==> config.mk <==
export PLATFORM = sky130hd
export DESIGN_NAME = settings_ctrl_top
export DESIGN_NICKNAME = d
export VERILOG_FILES = /design/src/source/settings_pkg.sv /design/src/source/bank_arbiter.sv /design/src/source/cmd_executor.sv /design/src/source/cmd_parser.sv /design/src/source/settings_ctrl_top.sv /design/src/source/settings_regs.sv /design/src/source/sync_fifo.sv
export VERILOG_INCLUDE_DIRS = /design/src /design/src/source
export SDC_FILE = /design/constraint.sdc
export NUM_CORES = 2
export LEC_CHECK = 0
export ABC_AREA = 0
export BUFFER_PORTS_ARGS = -buffer_cell sky130_fd_sc_hd__buf_2
export CAP_MARGIN = 20
export CORE_MARGIN = 1.5
export CORE_UTILIZATION = 56
export DETAILED_ROUTE_END_ITERATION = 10
export PLACE_DENSITY = 0.76
export SYNTH_ARGS = -nofsm -noshare
export SYNTH_HDL_FRONTEND = slang
export SYNTH_SLANG_ARGS = --single-unit
==> constraint.sdc <==
create_clock -name clock -period 5.18 [get_ports clock]
set_input_delay 0 -clock clock [delete_from_list [all_inputs] [get_ports clock]]
set_output_delay 0 -clock clock [all_outputs]
set_load 0.005 [all_outputs]
==> src/source/settings_cfg.svh <==
`ifndef SETTINGS_CFG_SVH
`define SETTINGS_CFG_SVH

// command entries buffered per port
`define SETTINGS_FIFO_DEPTH 4

// registers in the shared bank, only the low address bits select one
`define SETTINGS_NUM_REGS 16

// reply packet length in words, header included
`define SETTINGS_REPLY_WORDS 5

`endif

==> src/source/settings_pkg.sv <==
`default_nettype none

`include "settings_cfg.svh"

package settings_pkg;

    localparam int REG_ADDR_W = $clog2(`SETTINGS_NUM_REGS);

    // packet type codes in bits 7:4 of the packet header
    localparam logic [3:0] PKT_TYPE_CMD   = 4'h1;
    localparam logic [3:0] PKT_TYPE_REPLY = 4'h2;

    // one word of a command or reply stream
    typedef struct packed {
        logic        eof;
        logic        sof;
        logic [31:0] data;
    } stream_word_t;

    // first word of every packet
    typedef struct packed {
        logic [15:0] length;
        logic [3:0]  rsvd_hi;
        logic [3:0]  seq;
        logic [3:0]  ptype;
        logic [2:0]  rsvd_lo;
        logic        has_time;
    } pkt_hdr_t;

    typedef struct packed {
        logic [11:0] rsvd_hi;
        logic [3:0]  seq;
        logic [6:0]  rsvd_lo;
        logic        poke;
        logic [7:0]  addr;
    } cmd_hdr_t;

    // one parsed command, the FIFO entry
    typedef struct packed {
        logic [63:0] ticks;
        cmd_hdr_t    hdr;
        logic [31:0] data;
        logic        has_time;
    } command_t;

    typedef struct packed {
        logic [REG_ADDR_W-1:0] addr;
        logic                  write;
        logic [31:0]           wdata;
    } bank_req_t;

endpackage

`default_nettype wire

==> src/source/bank_arbiter.sv <==
`timescale 1ns/1ps
`default_nettype none

module bank_arbiter (
    input  logic                    clock,
    input  logic                    reset,
    input  logic                    req_a,
    input  logic                    req_b,
    input  settings_pkg::bank_req_t bank_req_a,
    input  settings_pkg::bank_req_t bank_req_b,
    output logic                    ack_a,
    output logic                    ack_b,
    output logic [31:0]             rdata,
    output settings_pkg::bank_req_t bank_req,
    output logic                    bank_strobe,
    input  logic [31:0]             bank_rdata
);

    typedef enum logic [1:0] {
        S_IDLE,
        S_CAPTURE,
        S_ACK
    } state_t;

    state_t state;
    logic   last_b;
    logic   pick_b;
    logic   granted_req;

    // b wins when alone or when a went last
    assign pick_b      = req_b && (!req_a || !last_b);
    assign bank_req    = pick_b ? bank_req_b : bank_req_a;
    assign bank_strobe = (state == S_IDLE) && (req_a || req_b);
    assign granted_req = last_b ? req_b : req_a;
    assign ack_a       = (state == S_ACK) && !last_b;
    assign ack_b       = (state == S_ACK) && last_b;

    always_ff @(posedge clock) begin
        if (reset) begin
            state  <= S_IDLE;
            last_b <= 1'b0;
        end else begin
            case (state)
                S_IDLE: begin
                    if (bank_strobe) begin
                        last_b <= pick_b;
                        state  <= S_CAPTURE;
                    end
                end
                S_CAPTURE: state <= S_ACK;
                S_ACK: begin
                    // hold ack until the granted side drops req
                    if (!granted_req) state <= S_IDLE;
                end
                default: state <= S_IDLE;
            endcase
        end
    end

    always_ff @(posedge clock) begin
        if (state == S_CAPTURE) rdata <= bank_rdata;
    end

    // one ack at a time, and only to a side that was requesting
    assert property (@(posedge clock) disable iff (reset)
        ack_a |-> !ack_b && $past(req_a));
    assert property (@(posedge clock) disable iff (reset)
        ack_b |-> $past(req_b));

endmodule

`default_nettype wire

==> src/source/cmd_executor.sv <==
`timescale 1ns/1ps
`default_nettype none

`include "settings_cfg.svh"

module cmd_executor (
    input  logic                       clock,
    input  logic                       reset,
    input  logic [63:0]                time_now,
    input  settings_pkg::command_t     cmd,
    input  logic                       cmd_valid,
    output logic                       cmd_ready,
    output settings_pkg::bank_req_t    bank_req,
    output logic                       req,
    input  logic                       ack,
    input  logic [31:0]                rdata,
    output settings_pkg::stream_word_t out_word,
    output logic                       out_valid,
    input  logic                       out_ready
);
    import settings_pkg::*;

    // reply states are kept last so out_valid is one compare
    typedef enum logic [3:0] {
        S_LOAD,
        S_WAIT_TIME,
        S_REQUEST,
        S_RELEASE,
        S_REPLY_HDR,
        S_REPLY_TIME_HI,
        S_REPLY_TIME_LO,
        S_REPLY_CMD_HDR,
        S_REPLY_DATA
    } state_t;

    state_t      state;
    command_t    cur;
    logic [63:0] rb_time;
    logic [31:0] rb_data;
    pkt_hdr_t    reply_hdr;
    logic        sent;

    assign sent      = out_valid && out_ready;
    assign cmd_ready = (state == S_LOAD);
    assign req       = (state == S_REQUEST);
    assign out_valid = (state >= S_REPLY_HDR);

    assign bank_req.addr  = cur.hdr.addr[REG_ADDR_W-1:0];
    assign bank_req.write = cur.hdr.poke;
    assign bank_req.wdata = cur.data;

    always_ff @(posedge clock) begin
        if (reset) begin
            state <= S_LOAD;
        end else begin
            case (state)
                S_LOAD: begin
                    if (cmd_valid) state <= cmd.has_time ? S_WAIT_TIME : S_REQUEST;
                end
                S_WAIT_TIME: begin
                    // a late command falls through on the first compare
                    if (time_now >= cur.ticks) state <= S_REQUEST;
                end
                S_REQUEST: begin
                    if (ack) state <= S_RELEASE;
                end
                S_RELEASE: begin
                    if (!ack) state <= S_REPLY_HDR;
                end
                S_REPLY_HDR:     if (sent) state <= S_REPLY_TIME_HI;
                S_REPLY_TIME_HI: if (sent) state <= S_REPLY_TIME_LO;
                S_REPLY_TIME_LO: if (sent) state <= S_REPLY_CMD_HDR;
                S_REPLY_CMD_HDR: if (sent) state <= S_REPLY_DATA;
                S_REPLY_DATA:    if (sent) state <= S_LOAD;
                default:         state <= S_LOAD;
            endcase
        end
    end

    always_ff @(posedge clock) begin
        if (state == S_LOAD && cmd_valid) cur <= cmd;
        if (state == S_REQUEST && ack) begin
            rb_time <= time_now;
            rb_data <= rdata;
        end
    end

    // --------------------------------------------------
    // reply packet
    // --------------------------------------------------
    always_comb begin
        reply_hdr          = '0;
        reply_hdr.length   = 16'(`SETTINGS_REPLY_WORDS - 1);
        reply_hdr.seq      = cur.hdr.seq;
        reply_hdr.ptype    = PKT_TYPE_REPLY;
        // the capture time is always present
        reply_hdr.has_time = 1'b1;
    end

    always_comb begin
        out_word.sof = (state == S_REPLY_HDR);
        out_word.eof = (state == S_REPLY_DATA);
        case (state)
            S_REPLY_HDR:     out_word.data = reply_hdr;
            S_REPLY_TIME_HI: out_word.data = rb_time[63:32];
            S_REPLY_TIME_LO: out_word.data = rb_time[31:0];
            S_REPLY_CMD_HDR: out_word.data = cur.hdr;
            S_REPLY_DATA:    out_word.data = rb_data;
            default:         out_word.data = '0;
        endcase
    end

    assert property (@(posedge clock) disable iff (reset)
        out_valid && !out_ready |=> out_valid && $stable(out_word));

endmodule

`default_nettype wire

==> src/source/cmd_parser.sv <==
`timescale 1ns/1ps
`default_nettype none

module cmd_parser (
    input  logic                       clock,
    input  logic                       reset,
    input  settings_pkg::stream_word_t in_word,
    input  logic                       in_valid,
    output logic                       in_ready,
    output settings_pkg::command_t     cmd,
    output logic                       cmd_valid,
    input  logic                       cmd_ready
);
    import settings_pkg::*;

    typedef enum logic [2:0] {
        S_IDLE,
        S_TICKS_HI,
        S_TICKS_LO,
        S_HDR,
        S_DATA,
        S_SKIP,
        S_STORE
    } state_t;

    state_t   state;
    pkt_hdr_t pkt_hdr;
    logic     take;

    assign pkt_hdr   = pkt_hdr_t'(in_word.data);
    assign take      = in_valid && in_ready;
    assign in_ready  = (state != S_STORE);
    assign cmd_valid = (state == S_STORE);

    // --------------------------------------------------
    // packet walk
    // --------------------------------------------------
    always_ff @(posedge clock) begin
        if (reset) begin
            state <= S_IDLE;
        end else begin
            case (state)
                S_IDLE: begin
                    // stray words outside a packet are dropped here
                    if (take && in_word.sof && !in_word.eof) begin
                        state <= pkt_hdr.has_time ? S_TICKS_HI : S_HDR;
                    end
                end
                S_TICKS_HI: begin
                    if (take) state <= in_word.eof ? S_IDLE : S_TICKS_LO;
                end
                S_TICKS_LO: begin
                    if (take) state <= in_word.eof ? S_IDLE : S_HDR;
                end
                S_HDR: begin
                    // truncated packet, nothing to execute
                    if (take) state <= in_word.eof ? S_IDLE : S_DATA;
                end
                S_DATA: begin
                    if (take) state <= in_word.eof ? S_STORE : S_SKIP;
                end
                S_SKIP: begin
                    if (take && in_word.eof) state <= S_STORE;
                end
                S_STORE: begin
                    if (cmd_ready) state <= S_IDLE;
                end
                default: begin
                    state <= S_IDLE;
                end
            endcase
        end
    end

    // --------------------------------------------------
    // command fields
    // --------------------------------------------------
    always_ff @(posedge clock) begin
        if (take) begin
            case (state)
                S_IDLE: begin
                    cmd.has_time <= pkt_hdr.has_time;
                    cmd.ticks    <= '0;
                end
                S_TICKS_HI: cmd.ticks[63:32] <= in_word.data;
                S_TICKS_LO: cmd.ticks[31:0]  <= in_word.data;
                S_HDR:      cmd.hdr          <= cmd_hdr_t'(in_word.data);
                S_DATA:     cmd.data         <= in_word.data;
                default: ;
            endcase
        end
    end

endmodule

`default_nettype wire

==> src/source/settings_ctrl_top.sv <==
`timescale 1ns/1ps
`default_nettype none

`include "settings_cfg.svh"

module settings_ctrl_top (
    input  logic                       clock,
    input  logic                       reset,
    input  logic [63:0]                time_now,
    input  settings_pkg::stream_word_t in_a,
    input  logic                       in_a_valid,
    output logic                       in_a_ready,
    input  settings_pkg::stream_word_t in_b,
    input  logic                       in_b_valid,
    output logic                       in_b_ready,
    output settings_pkg::stream_word_t out_a,
    output logic                       out_a_valid,
    input  logic                       out_a_ready,
    output settings_pkg::stream_word_t out_b,
    output logic                       out_b_valid,
    input  logic                       out_b_ready
);
    import settings_pkg::*;

    command_t    parsed_a, parsed_b;
    logic        parsed_a_valid, parsed_a_ready;
    logic        parsed_b_valid, parsed_b_ready;
    command_t    queued_a, queued_b;
    logic        queued_a_valid, queued_a_ready;
    logic        queued_b_valid, queued_b_ready;
    bank_req_t   bank_req_a, bank_req_b, bank_req;
    logic        req_a, req_b, ack_a, ack_b;
    logic [31:0] arb_rdata;
    logic        bank_strobe;
    logic [31:0] bank_rdata;

    // --------------------------------------------------
    // port a channel
    // --------------------------------------------------
    cmd_parser parser_a_i (
        .clock(clock), .reset(reset),
        .in_word(in_a), .in_valid(in_a_valid), .in_ready(in_a_ready),
        .cmd(parsed_a), .cmd_valid(parsed_a_valid), .cmd_ready(parsed_a_ready)
    );

    sync_fifo #(.entry_t(command_t), .DEPTH(`SETTINGS_FIFO_DEPTH)) fifo_a_i (
        .clock(clock), .reset(reset),
        .in_entry(parsed_a), .in_valid(parsed_a_valid), .in_ready(parsed_a_ready),
        .out_entry(queued_a), .out_valid(queued_a_valid), .out_ready(queued_a_ready)
    );

    cmd_executor executor_a_i (
        .clock(clock), .reset(reset), .time_now(time_now),
        .cmd(queued_a), .cmd_valid(queued_a_valid), .cmd_ready(queued_a_ready),
        .bank_req(bank_req_a), .req(req_a), .ack(ack_a), .rdata(arb_rdata),
        .out_word(out_a), .out_valid(out_a_valid), .out_ready(out_a_ready)
    );

    // --------------------------------------------------
    // port b channel
    // --------------------------------------------------
    cmd_parser parser_b_i (
        .clock(clock), .reset(reset),
        .in_word(in_b), .in_valid(in_b_valid), .in_ready(in_b_ready),
        .cmd(parsed_b), .cmd_valid(parsed_b_valid), .cmd_ready(parsed_b_ready)
    );

    sync_fifo #(.entry_t(command_t), .DEPTH(`SETTINGS_FIFO_DEPTH)) fifo_b_i (
        .clock(clock), .reset(reset),
        .in_entry(parsed_b), .in_valid(parsed_b_valid), .in_ready(parsed_b_ready),
        .out_entry(queued_b), .out_valid(queued_b_valid), .out_ready(queued_b_ready)
    );

    cmd_executor executor_b_i (
        .clock(clock), .reset(reset), .time_now(time_now),
        .cmd(queued_b), .cmd_valid(queued_b_valid), .cmd_ready(queued_b_ready),
        .bank_req(bank_req_b), .req(req_b), .ack(ack_b), .rdata(arb_rdata),
        .out_word(out_b), .out_valid(out_b_valid), .out_ready(out_b_ready)
    );

    // --------------------------------------------------
    // shared register bank
    // --------------------------------------------------
    bank_arbiter arbiter_i (
        .clock(clock), .reset(reset),
        .req_a(req_a), .req_b(req_b),
        .bank_req_a(bank_req_a), .bank_req_b(bank_req_b),
        .ack_a(ack_a), .ack_b(ack_b), .rdata(arb_rdata),
        .bank_req(bank_req), .bank_strobe(bank_strobe), .bank_rdata(bank_rdata)
    );

    settings_regs regs_i (
        .clock(clock), .reset(reset),
        .bank_req(bank_req), .bank_strobe(bank_strobe), .bank_rdata(bank_rdata)
    );

endmodule

`default_nettype wire

==> src/source/settings_regs.sv <==
`timescale 1ns/1ps
`default_nettype none

`include "settings_cfg.svh"

module settings_regs (
    input  logic                    clock,
    input  logic                    reset,
    input  settings_pkg::bank_req_t bank_req,
    input  logic                    bank_strobe,
    output logic [31:0]             bank_rdata
);

    logic [31:0] regs [`SETTINGS_NUM_REGS];

    always_ff @(posedge clock) begin
        if (reset) begin
            for (int i = 0; i < `SETTINGS_NUM_REGS; i++) begin
                regs[i] <= '0;
            end
        end else if (bank_strobe && bank_req.write) begin
            regs[bank_req.addr] <= bank_req.wdata;
        end
    end

    // readback shows the value after the access
    always_ff @(posedge clock) begin
        if (bank_strobe) begin
            bank_rdata <= bank_req.write ? bank_req.wdata : regs[bank_req.addr];
        end
    end

endmodule

`default_nettype wire

==> src/source/sync_fifo.sv <==
`timescale 1ns/1ps
`default_nettype none

module sync_fifo #(
    parameter type entry_t = logic [31:0],
    parameter int  DEPTH   = 4
) (
    input  logic   clock,
    input  logic   reset,
    input  entry_t in_entry,
    input  logic   in_valid,
    output logic   in_ready,
    output entry_t out_entry,
    output logic   out_valid,
    input  logic   out_ready
);

    localparam int PTR_W = (DEPTH > 1) ? $clog2(DEPTH) : 1;
    localparam int CNT_W = $clog2(DEPTH + 1);

    entry_t           mem [DEPTH];
    logic [PTR_W-1:0] wr_ptr;
    logic [PTR_W-1:0] rd_ptr;
    logic [CNT_W-1:0] count;
    logic             push;
    logic             pop;

    function automatic logic [PTR_W-1:0] next_ptr(input logic [PTR_W-1:0] ptr);
        return (ptr == PTR_W'(DEPTH - 1)) ? '0 : ptr + 1'b1;
    endfunction

    assign in_ready  = (count != CNT_W'(DEPTH));
    assign out_valid = (count != '0);
    assign out_entry = mem[rd_ptr];
    assign push      = in_valid && in_ready;
    assign pop       = out_valid && out_ready;

    always_ff @(posedge clock) begin
        if (reset) begin
            wr_ptr <= '0;
            rd_ptr <= '0;
            count  <= '0;
        end else begin
            if (push) wr_ptr <= next_ptr(wr_ptr);
            if (pop) rd_ptr <= next_ptr(rd_ptr);
            if (push && !pop) count <= count + 1'b1;
            else if (pop && !push) count <= count - 1'b1;
        end
    end

    // storage only, entries become visible through count
    always_ff @(posedge clock) begin
        if (push) mem[wr_ptr] <= in_entry;
    end

    // pointers meet only when the buffer is empty or full
    assert property (@(posedge clock) disable iff (reset)
        count <= CNT_W'(DEPTH) &&
        ((wr_ptr == rd_ptr) == (count == '0 || count == CNT_W'(DEPTH))));

endmodule

`default_nettype wire

==> flow_summary.toml <==
[status]
status = "complete, no violations"

[yosys]
syn-cell-area_mm2 = 0.0905
yosysTopAreaCell = "edfxtp_1"
ys_ff_latch = 2349
yosysSeqAreaShare_pct = 77.6
ys.flop_type = "edfxtp_1"
avgSynthCellArea_um2 = 18.1
syn-num-nets = 5277
async_flop_share_pct = 0
yosysTopAreaCellShare_pct = 76.8
postSynthCellCount = 4997
synth_edf_count = 2314
synthTopCellsByArea = "edfxtp_1, mux4_2, nor2_1"
yosysUniqueCellTypes = 58
yosysWarnings = 0

[setup_path]
crit_type = "reg -> reg"
r2r_cells = 9
crit_slowest_cell = "a21oi_4"
end_kind = "flip-flop"
cp.arrival_ps = 4960
required_ps = 5730
critPathMaxFanout = 23
cp_num_buf_inv = 2
timing.critical_path.max_delay_family = "compound AO/OA/AOI/OAI gates"
rr_endpoint = "regs_i.bank_rdata[4]"
crit_top_cell = "buf_4"
worstPathCellList = "or4b_4 -> a21oi_4 -> buf_4 -> mux2_2 -> buf_4 -> nand2_1 -> o22ai_1 -> a2111oi_0 -> a31oi_1"
r2r_setup_slack_ps = 770
slowest_delay_ps = 650
start_kind = "flip-flop"
reg2reg_from = "executor_b_i.state[3]"

[detailed_routing]
ant_nets = 0
firstDrtPassIters = 6
vias = 50000
wl_per_cell_um = 31.8
dr.first_iter.drc_count = 7785
drc = 0
via_per_inst = 6.37
routed_wirelength_um = 250000

[hold_path]
min_path_type = "in -> reg"
hold_depth = 2
min_to = "parser_a_i.cmd[58]"
hp-start = "in_a[25]"

[power]
p_leak_uw = 0.0357
power_switching_uw = 15700
pwr-share-seq_pct = 47.6
ir_drop_mv = 0.512
pwr-share-clk_pct = 30.6
intPower_uw = 36000
share_comb_of_total_power_pct = 21.8
netSwitchingFraction_pct = 30.4
p_per_area_mw_per_mm2 = 500

[finish]
seq_area_mm2 = 0.0702
syn_to_final_growth_pct = 14.5
fill_cells = 10400
fin_util_pct = 64.5
fin_area_mm2 = 0.104
multi_input_area_mm2 = 0.0189
drive_above_1_share_pct = 18.7
nNetsFinal = 5756

[clock_network]
cts-buffers-inserted = 216
htree_levels = 4
root_buffer = "clkbuf_16"
tritoncts = "yes"
path_clk_slew_ps = 70
postCtsSetupBuffers = 0
clockBufferDepth = 3
clk_latency_ps = 860
cts_sinks = 2349

[grt]
grt_pass1_vias = 49000
antenna_found_initial = 37
overflow = 0
track_usage_pct = 30.6
grt_pass1_wl_um = 352000
grt_start_max_net_pins = 104

[floorplanning]
chipWidth_um = 405
rows = 147
initial_utilization_pct = 56.3
core_area_mm2 = 0.161
ios = 210
dieArea_mm2 = 0.164
dieHeight_um = 405

[placement]
numPortBuffers = 209
placed_area_mm2 = 0.0948
hpwl_um = 154000
gp_congestion = 0.895

[timing]
period_share_pct = 85.1
final-setup-viol-count = 0
clock-skew-final_ps = 61.0
hold_violations = 0
fin_tns_setup_ps = 0
fmax_mhz = 227
rsz0062_at_grt = "false"
slew_viol_final = 0
slew_headroom_pct = 23.4
fin_crit_ps = 4410
tightestPinTransition_ps = 1150

[run]
maxCapViolations = 0
## kinds of logic after synthesis
group,after synthesis,share of synthesized area (%)
compound gates,433,3.07
fa+ha+maj,144,2.00
buf+inv,408,1.73
mux,480,9.86
flops,2349,77.6
simple gates,1178,5.70
xor+xnor,5,0.0484
## worst max path at each step
stage                               start               endpoint  slack (ps)  cells after the start
floorplan             parser_a_i.state[2]     fifo_a_i.mem[1][0]         520                      4
global placement    executor_b_i.state[3]  regs_i.bank_rdata[25]         980                      9
detailed placement  executor_b_i.state[3]   regs_i.bank_rdata[4]         890                      9
CTS                 executor_b_i.state[3]   regs_i.bank_rdata[4]         870                      9
global route        executor_b_i.state[2]   regs_i.bank_rdata[8]         690                      9
finish              executor_b_i.state[3]   regs_i.bank_rdata[4]         770                      9
## cell usage after synthesis, drive strengths merged (43+ instances only)
| cell type | n |
|---|---|
| a22oi | 81 |
| edfxtp | 2314 |
| and2 | 77 |
| o21ai | 58 |
| a21oi | 136 |
| nor2b | 43 |
| mux2i | 126 |
| clkbuf | 199 |
| and3 | 65 |
| buf | 69 |
| ha | 140 |
| mux4 | 326 |
| nor2 | 584 |
| nand2 | 301 |
| inv | 140 |
## cell usage in the layout, fill, tap and decap left out, drive strengths merged, types with 21 or more instances in the layout
master	netlist	routed
edfxtp	2314	2314
nor2	584	584
buf	69	358
mux4	326	326
nand2	301	301
clkbuf	199	273
dlygate4sd3	0	171
inv	140	148
ha	140	140
a21oi	136	136
mux2i	126	126
clkinv	0	101
a22oi	81	81
and2	77	77
and3	65	65
o21ai	58	58
nor2b	43	43
o22ai	35	35
a31oi	35	35
dfxtp	35	35
a2111oi	32	32
mux2	28	28
diode	0	26
nand4	25	25
nor3	22	22
bufinv	0	21
## routing by layer
| metal | share of wire (%) | up-vias | GRT usage (%) |
|---|---|---|---|
| li1 | - | 20400 | - |
| met1 | 35 | 25200 | 41.2 |
| met2 | 46 | 3801 | 46.4 |
| met3 | 14 | 577 | 8.88 |
| met4 | 5.3 | 18 | 14.8 |
| met5 | 0.087 | - | 0 |
## timing repair
action / in CTS / in global routing
gates resized for setup: 0 / 0
endpoints found under the hold margin: 492 / 0
hold buffers: 171 / 0
## layout make-up
cell class,instances,share of cell area (%)
Sequential cell,2349,67.8
Clock buffer,273,5.49
Clock inverter,131,1.30
Multi-Input combinational cell,2240,18.2
Inverter,140,0.517
Tap cell,2160,2.61
Timing Repair Buffer,529,4.01
Antenna cell,26,0.0628
## stage by stage
stage | hold slack [ps] | cells | total power [uW] | worst slack, ps
after CTS | 1.46 | 7821 | 51600 | 868
final | 23.6 | 7848 | 51800 | 772
after global routing | 0.0738 | 7827 | 53200 | 693
after global placement | 263 | 7246 | 35600 | 979
after detailed placement | 260 | 7246 | 35900 | 887
after floorplan | 88.9 | 4997 | 31300 | 524
## sequential cells by signal, indices dropped and copies added, names as in the netlist, 37 cells and up, named ones only
signal,count
executor_a_i.bank_req,37
executor_a_i.cur,91
executor_a_i.rb_time,64
executor_b_i.bank_req,37
executor_b_i.cur,91
executor_b_i.rb_time,64
fifo_a_i.mem,516
fifo_b_i.mem,516
parser_a_i.cmd,129
parser_b_i.cmd,129
regs_i.regs,512
## power by group through the flow
stage	combinational [uW]	sequential [uW]	clock, uW
4_1_cts	11100	24600	15900
3_5_place_dp	10900	25000	0
5_1_grt	11900	24700	16600
3_3_place_gp	10700	24900	0
2_1_floorplan	7230	24100	0
6_report	11300	24600	15800
Note: power is estimated with default switching activity, not from simulation.
